**config.mk**
```make
export PLATFORM = sky130hd
export DESIGN_NAME = fetch_top
export DESIGN_NICKNAME = d
export VERILOG_FILES = /design/src/fetch_pkg.sv /design/src/fetch_inst_buffer.sv /design/src/fetch_request_ctrl.sv /design/src/fetch_top.sv /design/src/redirect_select.sv
export SDC_FILE = /design/constraint.sdc
export NUM_CORES = 1
export LEC_CHECK = 0
export ABC_AREA = 1
export BUFFER_PORTS_ARGS = -buffer_cell sky130_fd_sc_hd__buf_2
export CORE_UTILIZATION = 40
export DETAILED_ROUTE_END_ITERATION = 6
export PLACE_DENSITY_LB_ADDON = 0.05
export SLEW_MARGIN = 20
export SYNTH_ARGS = -nofsm -noshare
export SYNTH_HDL_FRONTEND = slang
export SYNTH_SLANG_ARGS = --single-unit
```
**constraint.sdc**
```tcl
create_clock -name clk -period 4 [get_ports clk]
set_input_delay 0.4 -clock clk [delete_from_list [all_inputs] [get_ports clk]]
set_output_delay 0.4 -clock clk [all_outputs]
set_load 0.01 [all_outputs]
```
**src/fetch_pkg.sv**
```systemverilog
`default_nettype none

package fetch_pkg;

    // one instruction address
    typedef logic [31:0] addr_t;

    // one raw instruction word
    typedef logic [31:0] inst_t;

    // redirect requests from write-back, 99 bits
    typedef struct packed {
        // return from exception
        logic  ertn_valid;
        // exception entry
        logic  ex_valid;
        // tlb refetch of the instruction at wb_pc
        logic  refetch_valid;
        addr_t ex_entry;
        // exception return address
        addr_t era;
        addr_t wb_pc;
    } redirect_t;

    // handoff to decode, 64 bits
    typedef struct packed {
        inst_t inst;
        addr_t pc;
    } fetch_out_t;

    // byte distance between sequential instructions
    localparam addr_t inst_step = 32'd4;

endpackage

`default_nettype wire

```
**src/fetch_inst_buffer.sv**
```systemverilog
`timescale 1ns/1ps
`default_nettype none

module fetch_inst_buffer (
    input  wire                   clk,
    input  wire                   resetn,
    input  wire                   stage_valid,
    input  wire fetch_pkg::addr_t fetch_pc,
    input  wire                   resp_keep,
    input  wire                   redirect_now,
    input  wire                   flush,
    input  wire                   id_allowin,
    input  wire fetch_pkg::inst_t inst_sram_rdata,
    output logic                  stage_ready_go,
    output logic                  out_valid,
    output fetch_pkg::fetch_out_t out_data,
    output logic                  out_adef
);
    logic             buf_valid;
    fetch_pkg::inst_t buf_inst;
    fetch_pkg::inst_t inst_sel;
    logic             transfer;
    logic             capture;

    assign stage_ready_go = buf_valid | resp_keep;

    // wrong-path word is never shown to decode
    assign out_valid = stage_valid & stage_ready_go & ~redirect_now & ~flush;
    assign transfer  = out_valid & id_allowin;

    // bypass straight from memory when nothing is buffered
    assign inst_sel = buf_valid ? buf_inst : inst_sram_rdata;

    assign out_data.inst = inst_sel;
    assign out_data.pc   = fetch_pc;
    assign out_adef      = |fetch_pc[1:0];

    // decode stalled in the cycle the word came back
    assign capture = stage_valid & resp_keep & ~buf_valid;

    always_ff @(posedge clk) begin
        if (!resetn) begin
            buf_valid <= 1'b0;
        end else if (transfer || redirect_now || flush) begin
            buf_valid <= 1'b0;
        end else if (capture) begin
            buf_valid <= 1'b1;
        end
    end

    always_ff @(posedge clk) begin
        if (capture) begin
            buf_inst <= inst_sram_rdata;
        end
    end

endmodule

`default_nettype wire

```
**src/fetch_request_ctrl.sv**
```systemverilog
`timescale 1ns/1ps
`default_nettype none

module fetch_request_ctrl #(
    parameter fetch_pkg::addr_t RESET_PC = 32'h1bff_fffc,
    parameter int               CANCEL_W = 4
) (
    input  wire                   clk,
    input  wire                   resetn,
    input  wire fetch_pkg::addr_t next_pc,
    input  wire                   redirect_now,
    input  wire                   br_stall,
    input  wire                   flush,
    input  wire                   id_allowin,
    input  wire                   stage_ready_go,
    input  wire                   inst_sram_addr_ok,
    input  wire                   inst_sram_data_ok,
    output logic                  inst_sram_req,
    output fetch_pkg::addr_t      inst_sram_addr,
    output logic                  addr_accept,
    output fetch_pkg::addr_t      fetch_pc,
    output logic                  stage_valid,
    output logic                  resp_keep
);
    logic                fetch_en;
    logic                stage_allowin;
    logic                mem_accept;
    logic                drop_accept;
    logic                pre_cancel;
    logic [CANCEL_W-1:0] cancel_cnt;
    logic                cancel_any;
    logic                cancel_inc;
    logic                cancel_dec;

    // the stage takes a new pc when empty, when its word leaves, or when it is discarded
    assign stage_allowin = ~stage_valid
                         | (stage_ready_go & id_allowin)
                         | redirect_now
                         | flush;

    assign inst_sram_req  = fetch_en & stage_allowin & ~br_stall & ~pre_cancel;
    assign inst_sram_addr = next_pc;

    assign mem_accept = inst_sram_req & inst_sram_addr_ok;
    // a flush with no new target kills the request taken in the same cycle
    assign drop_accept = mem_accept & flush & ~redirect_now;
    assign addr_accept = mem_accept & ~drop_accept;

    assign cancel_any = |cancel_cnt;
    assign cancel_inc = (redirect_now | flush) & stage_valid & ~stage_ready_go;
    assign cancel_dec = inst_sram_data_ok & cancel_any;

    assign resp_keep = inst_sram_data_ok & ~cancel_any & ~pre_cancel;

    // hold req low until the first cycle out of reset
    always_ff @(posedge clk) begin
        if (!resetn) begin
            fetch_en <= 1'b0;
        end else begin
            fetch_en <= 1'b1;
        end
    end

    always_ff @(posedge clk) begin
        if (!resetn) begin
            stage_valid <= 1'b0;
        end else if (stage_allowin) begin
            stage_valid <= addr_accept;
        end
    end

    always_ff @(posedge clk) begin
        if (!resetn) begin
            fetch_pc <= RESET_PC;
        end else if (addr_accept) begin
            fetch_pc <= next_pc;
        end
    end

    // responses still owed for requests that were redirected away
    always_ff @(posedge clk) begin
        if (!resetn) begin
            cancel_cnt <= '0;
        end else if (cancel_inc && !cancel_dec) begin
            cancel_cnt <= cancel_cnt + 1'b1;
        end else if (cancel_dec && !cancel_inc) begin
            cancel_cnt <= cancel_cnt - 1'b1;
        end
    end

    // older cancelled responses come back first, so the flag waits for the counter
    always_ff @(posedge clk) begin
        if (!resetn) begin
            pre_cancel <= 1'b0;
        end else if (drop_accept) begin
            pre_cancel <= 1'b1;
        end else if (inst_sram_data_ok && !cancel_any) begin
            pre_cancel <= 1'b0;
        end
    end

endmodule

`default_nettype wire

```
**src/fetch_top.sv**
```systemverilog
`timescale 1ns/1ps
`default_nettype none

module fetch_top #(
    parameter fetch_pkg::addr_t RESET_PC = 32'h1bff_fffc,
    parameter int               CANCEL_W = 4
) (
    input  wire                       clk,
    input  wire                       resetn,
    // instruction sram
    output logic                      inst_sram_req,
    output fetch_pkg::addr_t          inst_sram_addr,
    input  wire                       inst_sram_addr_ok,
    input  wire                       inst_sram_data_ok,
    input  wire fetch_pkg::inst_t     inst_sram_rdata,
    // pipeline control
    input  wire                       id_allowin,
    input  wire                       br_taken,
    input  wire                       br_stall,
    input  wire fetch_pkg::addr_t     br_target,
    input  wire fetch_pkg::redirect_t wb_redirect,
    input  wire                       flush,
    // toward decode
    output logic                      out_valid,
    output fetch_pkg::fetch_out_t     out_data,
    output logic                      out_adef
);
    fetch_pkg::addr_t next_pc;
    fetch_pkg::addr_t fetch_pc;
    logic             redirect_now;
    logic             addr_accept;
    logic             stage_valid;
    logic             stage_ready_go;
    logic             resp_keep;

    redirect_select i_redirect_select (
        .clk          (clk),
        .resetn       (resetn),
        .br_taken     (br_taken),
        .br_target    (br_target),
        .wb_redirect  (wb_redirect),
        .fetch_pc     (fetch_pc),
        .addr_accept  (addr_accept),
        .next_pc      (next_pc),
        .redirect_now (redirect_now)
    );

    fetch_request_ctrl #(
        .RESET_PC (RESET_PC),
        .CANCEL_W (CANCEL_W)
    ) i_fetch_request_ctrl (
        .clk               (clk),
        .resetn            (resetn),
        .next_pc           (next_pc),
        .redirect_now      (redirect_now),
        .br_stall          (br_stall),
        .flush             (flush),
        .id_allowin        (id_allowin),
        .stage_ready_go    (stage_ready_go),
        .inst_sram_addr_ok (inst_sram_addr_ok),
        .inst_sram_data_ok (inst_sram_data_ok),
        .inst_sram_req     (inst_sram_req),
        .inst_sram_addr    (inst_sram_addr),
        .addr_accept       (addr_accept),
        .fetch_pc          (fetch_pc),
        .stage_valid       (stage_valid),
        .resp_keep         (resp_keep)
    );

    fetch_inst_buffer i_fetch_inst_buffer (
        .clk             (clk),
        .resetn          (resetn),
        .stage_valid     (stage_valid),
        .fetch_pc        (fetch_pc),
        .resp_keep       (resp_keep),
        .redirect_now    (redirect_now),
        .flush           (flush),
        .id_allowin      (id_allowin),
        .inst_sram_rdata (inst_sram_rdata),
        .stage_ready_go  (stage_ready_go),
        .out_valid       (out_valid),
        .out_data        (out_data),
        .out_adef        (out_adef)
    );

endmodule

`default_nettype wire

```
**src/redirect_select.sv**
```systemverilog
`timescale 1ns/1ps
`default_nettype none

module redirect_select (
    input  wire                     clk,
    input  wire                     resetn,
    input  wire                     br_taken,
    input  wire fetch_pkg::addr_t   br_target,
    input  wire fetch_pkg::redirect_t wb_redirect,
    input  wire fetch_pkg::addr_t   fetch_pc,
    input  wire                     addr_accept,
    output fetch_pkg::addr_t        next_pc,
    output logic                    redirect_now
);
    // index 0 is the highest priority
    localparam int n_kinds = 4;

    logic [n_kinds-1:0] pulse;
    logic [n_kinds-1:0] held;
    fetch_pkg::addr_t   target      [n_kinds];
    fetch_pkg::addr_t   held_target [n_kinds];
    fetch_pkg::addr_t   seq_pc;

    // return, exception, refetch, branch
    assign pulse = {
        br_taken,
        wb_redirect.refetch_valid,
        wb_redirect.ex_valid,
        wb_redirect.ertn_valid
    };

    assign target[0] = wb_redirect.era;
    assign target[1] = wb_redirect.ex_entry;
    assign target[2] = wb_redirect.wb_pc + fetch_pkg::inst_step;
    assign target[3] = br_target;

    assign redirect_now = |pulse;
    assign seq_pc       = fetch_pc + fetch_pkg::inst_step;

    // keep a redirect alive until memory takes an address
    always_ff @(posedge clk) begin
        if (!resetn) begin
            held <= '0;
        end else if (addr_accept) begin
            held <= '0;
        end else begin
            held <= held | pulse;
        end
    end

    // newest target of each kind
    always_ff @(posedge clk) begin
        for (int i = 0; i < n_kinds; i++) begin
            if (pulse[i]) begin
                held_target[i] <= target[i];
            end
        end
    end

    // walk from lowest priority up so the highest one wins
    always_comb begin
        next_pc = seq_pc;
        for (int i = n_kinds - 1; i >= 0; i--) begin
            if (pulse[i]) begin
                next_pc = target[i];
            end
            if (held[i]) begin
                next_pc = held_target[i];
            end
        end
    end

endmodule

`default_nettype wire
```
==> results.toml, run 1 <==
[run_status]
status = "completed"

[clocking]
clk_pin_slew_ns = 0.07
htree_levels = 1
post-cts-setup-buffer-count = 0
post_cts_resize_count = 0
clockRootBuffer = "clkbuf_16"
insertion_delay_ns = 0.53
cts.sinks = 204
cts_tree = "built"
cts_buffers = 24
cts_hold_buf = 0
clock_path_buffers = 3

[placed_design]
numPortBuffers = 269
placed_area_um2 = 12900
post-place-ws_ns = 0.870
dp_hpwl_mm = 32.8
gp_congestion = 0.920
place_inst = 2016

[finish]
final_cells = 2063
layout_commonest_cell = "nand2_1"
syn_to_final_growth_pct = 21.4
fillers = 2796
final_cell_mix = "nand2_1, buf_2, nor2_1"
stdcell_area_um2 = 13600
nets = 1847
drive_gt1_share_pct = 21.3

[floorplan]
initial_utilization_pct = 41.2
num_rows = 60
die_w_um = 169
core_area_um2 = 27200
ios = 270
die_area_um2 = 28700
die_h_um = 169

[sta]
min_period_ns = 3.48
finalCritPeriodShare_pct = 87.1
fin_worst_skew_ns = 0.0146
fin_tns_setup_ns = 0
setup_viol = 0
slew-limit-headroom_pct = 35.5
rsz0062_at_grt = "false"
max_freq_mhz = 287
fin_ws_ns = 0.516
worstMarginPinSlew_ns = 0.968
final_hold_viol_count = 0
finalMaxSlewViolations = 0

[power_and_ir_drop]
vdd.ir_drop.worst_mv = 0.320
cellLeakagePower_uw = 0.00638
p_sw_uw = 1770
powerDensity_nw_per_um2 = 425
pwr-share-seq_pct = 44.0
switching_share_pct = 30.6
clockPowerShare_pct = 35.7
comb_power_share_pct = 20.3
internal-power_uw = 4010
power_uw = 5780

[synth]
avgSynthCellArea_um2 = 7.96
dominantRegCellSynth = "edfxtp_1"
netlist_instances = 1406
synth_edf_count = 160
synth.net_count = 1583
synthArstFlopShare_pct = 0
seq_area_frac_synth_pct = 50.8
synth-seq-cells = 204
yosys.cell_types.count = 52
synth_warnings = 0
syn_area_um2 = 11200

[critical_path]
arrival_ns = 3.08
cp_max_fo = 26
critPathLaunchType = "flip-flop"
critical_path_class = "reg2out"
worstPathRequired_ns = 3.60
crit_path_end_kind = "output pin"

[global_route]
grt_usage_pct = 29.0
grt_max_degree = 47
grt_pass1_vias = 10024
grt_pass1_wl_mm = 61.4
grt_overflow = 0
antenna_found_initial = 6

[job]
drv_cap = 0

[routing]
routedWlPerCell_um = 20.3
wl_mm = 41.8
drc = 0
via_per_inst = 5.16
drtIter0Drc = 1180
firstDrtPassIters = 5
ant_nets = 0
num_vias = 10641

[hold_path]
holdCritPathClass = "in2reg"
final cells by class:
class	instances	area (µm²)	area share, %
inverters	126	475	3.50
repair buffers	289	1500	11.0
multi-input cells	1025	4750	34.9
diodes	3	7.51	0.0552
flip-flops and latches	204	5690	41.8
clock inverters	6	31.3	0.230
well taps	372	465	3.42
clock buffers	38	684	5.03
worst paths after layout:
path / startpoint / end / slack [ns] / cells past startpoint
worst max register to register: i_fetch_request_ctrl.fetch_pc[2]$_SDFFE_PN1P_ / i_fetch_request_ctrl.fetch_pc[28]$_SDFFE_PN1P_ / 1.40 / 16
worst min-delay path: br_target[5] / i_redirect_select.held_target[3][5]$_DFFE_PP_ / 0.06 / 1
worst max-delay path: i_redirect_select.held[2]$_SDFF_PP0_ / inst_sram_addr[1] / 0.52 / 8
worst min register to register: i_fetch_request_ctrl.cancel_cnt[3]$_SDFFE_PN0P_ / i_fetch_request_ctrl.cancel_cnt[3]$_SDFFE_PN0P_ / 0.48 / 2
power by group through the flow:
stage	clock, µW	combinational [µW]	sequential, µW
after global routing	2170	1300	2560
after detailed placement	0	1170	2590
after global placement	0	1170	2580
after floorplan	0	686	2550
final	2060	1170	2540
after CTS	2090	1180	2540
per-stage QoR:
step / hold slack, ns / utilization, %
global route: 0.0490 / 50.0
floorplan: 0.428 / -
global placement: 0.465 / 47.4
detailed placement: 0.464 / 47.4
CTS: 0.0495 / 50.0
finish: 0.0612 / 50.0
worst max-delay path: stages, from the launching register on:
cell	delay, ns
dfxtp_1	0.54
nor2_4	0.64
inv_1	0.31
nor2_1	0.18
o221ai_1	0.16
nand4_1	0.15
inv_1	0.06
o21ai_0	0.29
buf_2	0.23
cell usage after synthesis, types with 2 or more instances:
library cell,number,area share (%)
nor3_2,3,0.27
clkbuf_1,23,0.77
o221a_2,10,1.0
buf_2,11,0.49
clkinv_1,6,0.20
dfxtp_1,44,7.9
xnor2_1,6,0.47
nand2_1,490,16
buf_4,4,0.27
o21bai_1,3,0.20
o221ai_1,5,0.39
inv_1,116,3.9
xor2_1,20,1.6
buf_6,5,0.50
o211ai_1,14,0.94
o21ai_1,4,0.18
a31oi_1,3,0.17
and2_1,4,0.22
nand4_1,13,0.73
a221oi_1,14,1.1
nor2_2,7,0.39
clkbuf_8,2,0.25
a21oi_1,25,1.1
nor3_1,13,0.58
dlygate4sd1_1,2,0.16
nand3_1,96,4.3
or2_2,4,0.22
a22oi_1,13,0.87
ha_1,5,0.56
nor2_1,209,7.0
nand3b_1,4,0.27
inv_2,3,0.10
edfxtp_1,160,43
a21o_1,3,0.20
nand2_2,3,0.17
o21ai_0,39,1.7
nor2_4,3,0.30
buf_1,3,0.10
per-layer routing:
layer  wire [µm]  track usage (%)  up-vias  part of all wire (%)
met4        1450             9.99        6                   3.5
met2       18900             46.4      476                    45
met5          36                0        -                 0.086
met1       17900             38.9     4926                    43
li1            -                -     5162                     -
met3        3470             6.32       71                   8.3
cell families after synthesis:
kind of cell,Yosys count,synth area share (%)
buffers and inverters,177,6.87
DFF,204,50.8
xor gates and xnor gates,26,2.03
and+or+nand+nor,856,31.4
adders and majority gates,6,0.738
AOI/OAI and AO/OA,137,8.17
flip-flops by register name, summed over array words and instances, names as in the netlist:
name,count
i_fetch_inst_buffer.buf_inst,32
i_fetch_inst_buffer.buf_valid,1
i_fetch_request_ctrl.cancel_cnt,4
i_fetch_request_ctrl.fetch_en,1
i_fetch_request_ctrl.fetch_pc,32
i_fetch_request_ctrl.pre_cancel,1
i_fetch_request_ctrl.stage_valid,1
i_redirect_select.held,4
i_redirect_select.held_target,128
(Power assumes the default switching activity.)
==> run 2, diff against run 1 <==
- clock period: 4 -> 3.14 ns (I/O delays scaled with it)
==> run 2 against run 1 <==
Critical path depth increased by 7. Routed wire length up 4.6%. Via count increased by 5.8%. Sequential power increased by 27%. Register-to-register slack worse by 0.95 ns.
==> results.toml, run 2 (synthesis results as in run 1) <==
[run_status]
status = "completed"

[finish]
syn_to_final_growth_pct = 33.8
nets = 1971
largestRegisters = "i_redirect_select.held_target x128, i_fetch_inst_buffer.buf_inst x32, i_fetch_request_ctrl.fetch_pc x32"
largest_reg_flops = 128
drive_gt1_share_pct = 21.6
final_cells = 2186
top_register = "i_redirect_select.held_target"
stdcell_area_um2 = 15000
final_cell_mix = "nand2_1, buf_2, nor2_1"
layout_commonest_cell = "nand2_1"

[routing]
firstDrtPassIters = 7
via_per_inst = 5.15
wl_mm = 43.8
num_vias = 11263
routedWlPerCell_um = 20.0
ant_nets = 0
drtIter0Drc = 1090
drc = 0

[global_route]
grt_pass1_wl_mm = 64.7
antenna_found_initial = 2
grt_overflow = 0
grt_max_degree = 41
grt_pass1_vias = 10857
grt_usage_pct = 30.4

[critical_path]
reg2reg_depth = 16
r2r_start = "i_fetch_request_ctrl.cancel_cnt[0]$_SDFFE_PN0P_"
r2r_setup_slack_ns = 0.45
crit_path_end_kind = "output pin"
r2r_end = "i_fetch_request_ctrl.cancel_cnt[3]$_SDFFE_PN0P_"
cp_max_fo = 5
critPathLaunchType = "flip-flop"
critical_path_class = "reg2out"
worstPathRequired_ns = 2.83
arrival_ns = 2.67

[placed_design]
place_inst = 2024
dp_hpwl_mm = 33.4
placed_area_um2 = 12900
numPortBuffers = 269
gp_congestion = 0.995

[sta]
finalCritPeriodShare_pct = 94.9
worstMarginPinSlew_ns = 0.934
fin_worst_skew_ns = 0.0143
final_hold_viol_count = 0
max_freq_mhz = 336
slew-limit-headroom_pct = 37.5
setup_viol = 0
finalMaxSlewViolations = 0
min_period_ns = 2.98
fin_tns_setup_ns = 0

[floorplan]
num_rows = 60
die_h_um = 169
initial_utilization_pct = 41.2
core_area_um2 = 27200
die_area_um2 = 28700
die_w_um = 169
ios = 270

[power_and_ir_drop]
cellLeakagePower_uw = 0.00696
powerDensity_nw_per_um2 = 521
vdd.ir_drop.worst_mv = 0.399

[hold_path]
min_delay_path_depth = 1
min_from = "br_target[9]"
holdCritPathClass = "in2reg"
min_to = "i_redirect_select.held_target[3][9]$_DFFE_PP_"

[clocking]
insertion_delay_ns = 0.53
cts_buffers = 25
cts.sinks = 204
htree_levels = 1
post-cts-setup-buffer-count = 0
clockRootBuffer = "clkbuf_16"
clock_path_buffers = 3
cts_tree = "built"
clk_pin_slew_ns = 0.06

[job]
drv_cap = 0
run 2: cell types whose count changed in the layout (fill, tap and decap cells not counted), sizes merged:
cell         before  now
clkbuf           38   39
diode             3    1
inv             120  121
dlygate4sd3       0  115
buf             289  297
clkinvlp          1    2
clkinv           11    8
bufinv            0    2
run 2: layout make-up:
class	count	area [µm²]
flip-flops and latches	204	5690
diodes	1	2.50
multi-input cells	1025	4810
fillers	2624	12200
inverters	126	483
well taps	372	465
clock inverters	7	91.3
clock buffers	39	728
repair buffers	412	2710
run 2: worst max path at each step:
| stage | startpoint | endpoint | slack (ns) | cells past startpoint |
|---|---|---|---|---|
| after floorplan | i_fetch_request_ctrl.cancel_cnt[0]$_SDFFE_PN0P_ | i_fetch_inst_buffer.buf_inst[0]$_DFFE_PP_ | 0.75 | 5 |
| after global placement | br_taken | inst_sram_addr[0] | 0.45 | 9 |
| after detailed placement | br_taken | inst_sram_addr[9] | 0.45 | 11 |
| after CTS | i_fetch_request_ctrl.fetch_pc[4]$_SDFFE_PN1P_ | inst_sram_addr[15] | 0.05 | 11 |
| after global routing | i_fetch_request_ctrl.fetch_pc[8]$_SDFFE_PN1P_ | inst_sram_addr[13] | -0.02 | 13 |
| final | i_fetch_request_ctrl.fetch_pc[2]$_SDFFE_PN1P_ | inst_sram_addr[28] | 0.16 | 15 |
run 2: metal layers:
layer | GRT usage, % | vias up | share of wire [%]
met5 | 0 | - | 0.043
li1 | - | 5421 | -
met3 | 3.96 | 79 | 6.9
met4 | 12.3 | 2 | 4.3
met1 | 40.0 | 5254 | 42
met2 | 50.7 | 507 | 47
run 2: what timing repair did:
item / CTS / global route
pin swaps: 0 / 1
gates resized for setup: 1 / 22
setup endpoints to repair: 1 / 17
hold buffers: 115 / 0
endpoints found under the hold margin: 115 / 0
run 2: through the flow:
step | power (µW) | hold slack, ns | util [%] | setup slack [ns]
finish | 7810 | 0.0111 | 55.1 | 0.160
global route | 8130 | 0.00199 | 55.1 | -0.0171
CTS | 7820 | 0.000376 | 54.9 | 0.0518
detailed placement | 4800 | 0.477 | 47.6 | 0.451
global placement | 4790 | 0.469 | 47.6 | 0.453
floorplan | 4130 | 0.342 | - | 0.749
run 2: report_power, final:
part	internal, µW	total, µW	switching (µW)
Sequential	3120	3230	106
Combinational	609	1670	1060
Clock	1760	2910	1150
Total	5490	7810	2320
run 2: worst max-delay path: stages, from the launching register on:
cell and delay [ns]:
dfxtp_1 0.39, ha_2 0.23, nand2_1 0.07, nor2_2 0.15, nand2_2 0.16, nor2_4 0.16, nand2_1 0.07, nand2_1 0.08
nand3_1 0.09, o21ai_0 0.10, nand2_1 0.07, nand2_1 0.15, nand2_1 0.10, nand2_1 0.12, nand2_1 0.07, buf_2 0.14
==> run 3, diff against run 2 <==
--- a/config.mk
+++ b/config.mk
@@ -10,2 +10,3 @@
 export CORE_UTILIZATION = 40
+export CTS_BUF_LIST = sky130_fd_sc_hd__clkbuf_4 sky130_fd_sc_hd__clkbuf_8
 export DETAILED_ROUTE_END_ITERATION = 6
@@ -16 +17,2 @@
 export SYNTH_SLANG_ARGS = --single-unit
+export TNS_END_PERCENT = 1
==> constraint.sdc (replaced) <==
create_clock -name clk -period 3.14 [get_ports clk]
set_input_delay 0.785 -clock clk [delete_from_list [all_inputs] [get_ports clk]]
set_output_delay 0.785 -clock clk [all_outputs]
set_load 0.01 [all_outputs]
==> run 3 against run 2 <==
The run now ends with negative setup slack left. Global-route usage is 1.4 points lower. First-iteration DRC count is 16% lower. Clock skew is 0.022 ns higher. Setup slack worse by 0.37 ns. Fmax is 11% lower. Flip-flop and latch count stayed put. Combinational power is 7% higher. Final area is 0.57% higher. Critical path depth is 2 lower. Core utilization is 0.31 points higher. Sequential power hardly changed. Largest cell class unchanged.
==> results.toml, run 3 (synthesis results as in run 1) <==
[run_status]
status = "finished with violations"
violations = "negative setup slack"

[critical_path]
r2r_end = "i_fetch_request_ctrl.fetch_pc[23]$_SDFFE_PN1P_"
r2r_start = "i_fetch_request_ctrl.cancel_cnt[0]$_SDFFE_PN0P_"
critical_path_class = "reg2out"
cp.depth = 13
cp-startpoint = "i_fetch_request_ctrl.fetch_pc[2]$_SDFFE_PN1P_"
cpPeakStageDelay_ns = 0.37
crit_path_end_kind = "output pin"
path_cells = "ha_4, nand2_4, nor2_4, nand2_4, nor2_4, nand4_1, nand3_2, nand2_1, o211ai_1, nand2_1, nand2_2, nand2_1, buf_2"
crit_buf_inv = 1
path_common_cell = "nand2_1"
worstPathRequired_ns = 2.35
arrival_ns = 2.56
reg2reg_depth = 14
path_delay_family = "simple AND/OR/NAND/NOR gates"
r2r_setup_slack_ns = 0.50
cp_max_fo = 5
endpoint = "inst_sram_addr[20]"
slowest_stage = "dfxtp_4"
critPathLaunchType = "flip-flop"

[routing]
num_vias = 11137
via_per_inst = 5.03
drc = 0
routedWlPerCell_um = 19.0
drtIter0Drc = 914
wl_mm = 42.1
ant_nets = 0
firstDrtPassIters = 5

[finish]
largest_reg_flops = 128
top_register = "i_redirect_select.held_target"
utilization_pct = 55.4
final_cells = 2212
largestRegisters = "i_redirect_select.held_target x128, i_fetch_inst_buffer.buf_inst x32, i_fetch_request_ctrl.fetch_pc x32"
drive_gt1_share_pct = 34.0
fillers = 2692
final_cell_mix = "nand2_1, buf_2, nor2_1"
nets = 1983
register_area_um2 = 5730
layout_commonest_cell = "nand2_1"
multi_input_area_um2 = 5100
syn_to_final_growth_pct = 34.6
stdcell_area_um2 = 15100

[sta]
finalMaxSlewViolations = 0
min_period_ns = 3.35
setup_viol = 24
fin_worst_skew_ns = 0.0367
slew-limit-headroom_pct = 38.5
rsz0062_at_grt = "true"
final_hold_viol_count = 0
worstMarginPinSlew_ns = 0.921
finalCritPeriodShare_pct = 107
fin_ws_ns = -0.208
hold_ws_ns = 0.424
max_freq_mhz = 299

[global_route]
grt_max_degree = 35
grt_pass1_wl_mm = 61.6
grt_overflow = 0
grt_usage_pct = 29.1
grt_pass1_vias = 10564
antenna_found_initial = 5

[clocking]
htree_levels = 2
clock_path_buffers = 3
clockRootBuffer = "clkbuf_8"
cts.sinks = 204
cts_buffers = 39
insertion_delay_ns = 0.55
cts_hold_buf = 0
clk_pin_slew_ns = 0.06
cts_tree = "built"

[hold_path]
holdCritPathClass = "in2reg"

[job]
drv_cap = 0

[floorplan]
die_h_um = 169
die_area_um2 = 28700
ios = 270
initial_utilization_pct = 41.2
core_area_um2 = 27200
die_w_um = 169
num_rows = 60

[placed_design]
placed_area_um2 = 13800
numPortBuffers = 269
gp_congestion = 0.932
place_inst = 2134
dp_hpwl_mm = 33.4

[power_and_ir_drop]
powerDensity_nw_per_um2 = 513
vdd.ir_drop.worst_mv = 0.289
cellLeakagePower_uw = 0.00717
power_uw = 7720
## run 3: cell types whose count changed in the layout (fill, tap and decap cells not counted), moves of 14 or more
cell           change
nor2_1            -14
clkbuf_8          +40
dfxtp_2           +14
dlygate4sd3_1    -115
nand2_2           +21
clkbuf_16         -25
nand2_1           -23
nand3_1           -16
buf_4            +108
dfxtp_1           -19
clkbuf_4          +21
nand3_2           +16
## run 3: per-layer routing
layer	share of wire [%]	global-route usage [%]	wire (µm)	vias up
met5	0	0	0	-
met4	3.6	10.7	1490	0
met3	7.1	5.41	2970	72
met2	46	47.3	19400	457
met1	43	38.5	18200	5156
li1	-	-	-	5452
## run 3: layout make-up
cell class	instances	area share, %
inverters	126	3.21
clock inverters	6	0.233
diodes	3	0.0498
flip-flops and latches	204	38.0
multi-input cells	1025	33.8
repair buffers	410	16.4
clock buffers	66	5.16
well taps	372	3.09
## run 3: worst reg2reg max path, cell delays in order (launching register included)
cell     delay (ns)
dfxtp_1        0.36
nor2_1         0.13
nand3_1        0.11
nor2_1         0.10
nand2_1        0.11
nand2_1        0.11
nand2_1        0.06
nand2_1        0.09
nand3_2        0.07
nor2_2         0.12
inv_2          0.08
nor2_4         0.70
nand3_1        0.34
nand2_1        0.13
inv_1          0.04
## run 3: worst min-delay path by stage
stage / cells after the start / slack (ns) / to / from
floorplan: 2 / 0.44 / i_fetch_request_ctrl.cancel_cnt[3]$_SDFFE_PN0P_ / i_fetch_request_ctrl.cancel_cnt[3]$_SDFFE_PN0P_
global placement: 2 / 0.47 / i_fetch_request_ctrl.cancel_cnt[3]$_SDFFE_PN0P_ / i_fetch_request_ctrl.cancel_cnt[3]$_SDFFE_PN0P_
detailed placement: 2 / 0.47 / i_fetch_request_ctrl.cancel_cnt[3]$_SDFFE_PN0P_ / i_fetch_request_ctrl.cancel_cnt[3]$_SDFFE_PN0P_
CTS: 1 / 0.41 / i_redirect_select.held_target[1][18]$_DFFE_PP_ / wb_redirect[82]
global route: 1 / 0.41 / i_redirect_select.held_target[1][6]$_DFFE_PP_ / wb_redirect[70]
finish: 1 / 0.42 / i_redirect_select.held_target[1][6]$_DFFE_PP_ / wb_redirect[70]
## run 3: power by group
group | switching, µW | internal [µW] | total, µW
sequential | 96.7 | 3130 | 3220
combinational | 1110 | 679 | 1790
clock | 1150 | 1560 | 2710
## run 3: per-stage QoR
step,setup slack [ns],setup TNS (ns)
global placement,-0.376,-2.36
floorplan,0.304,0
global route,-0.320,-5.78
CTS,-0.243,-3.30
detailed placement,-0.389,-2.18
finish,-0.208,-2.73
## run 3: timing repair
item,4_1_cts,5_1_grt
endpoints found under the setup margin,34,32
buffers inserted,2,1
endpoints found under the hold margin,0,0
resized for setup,96,41
pin swaps,11,18
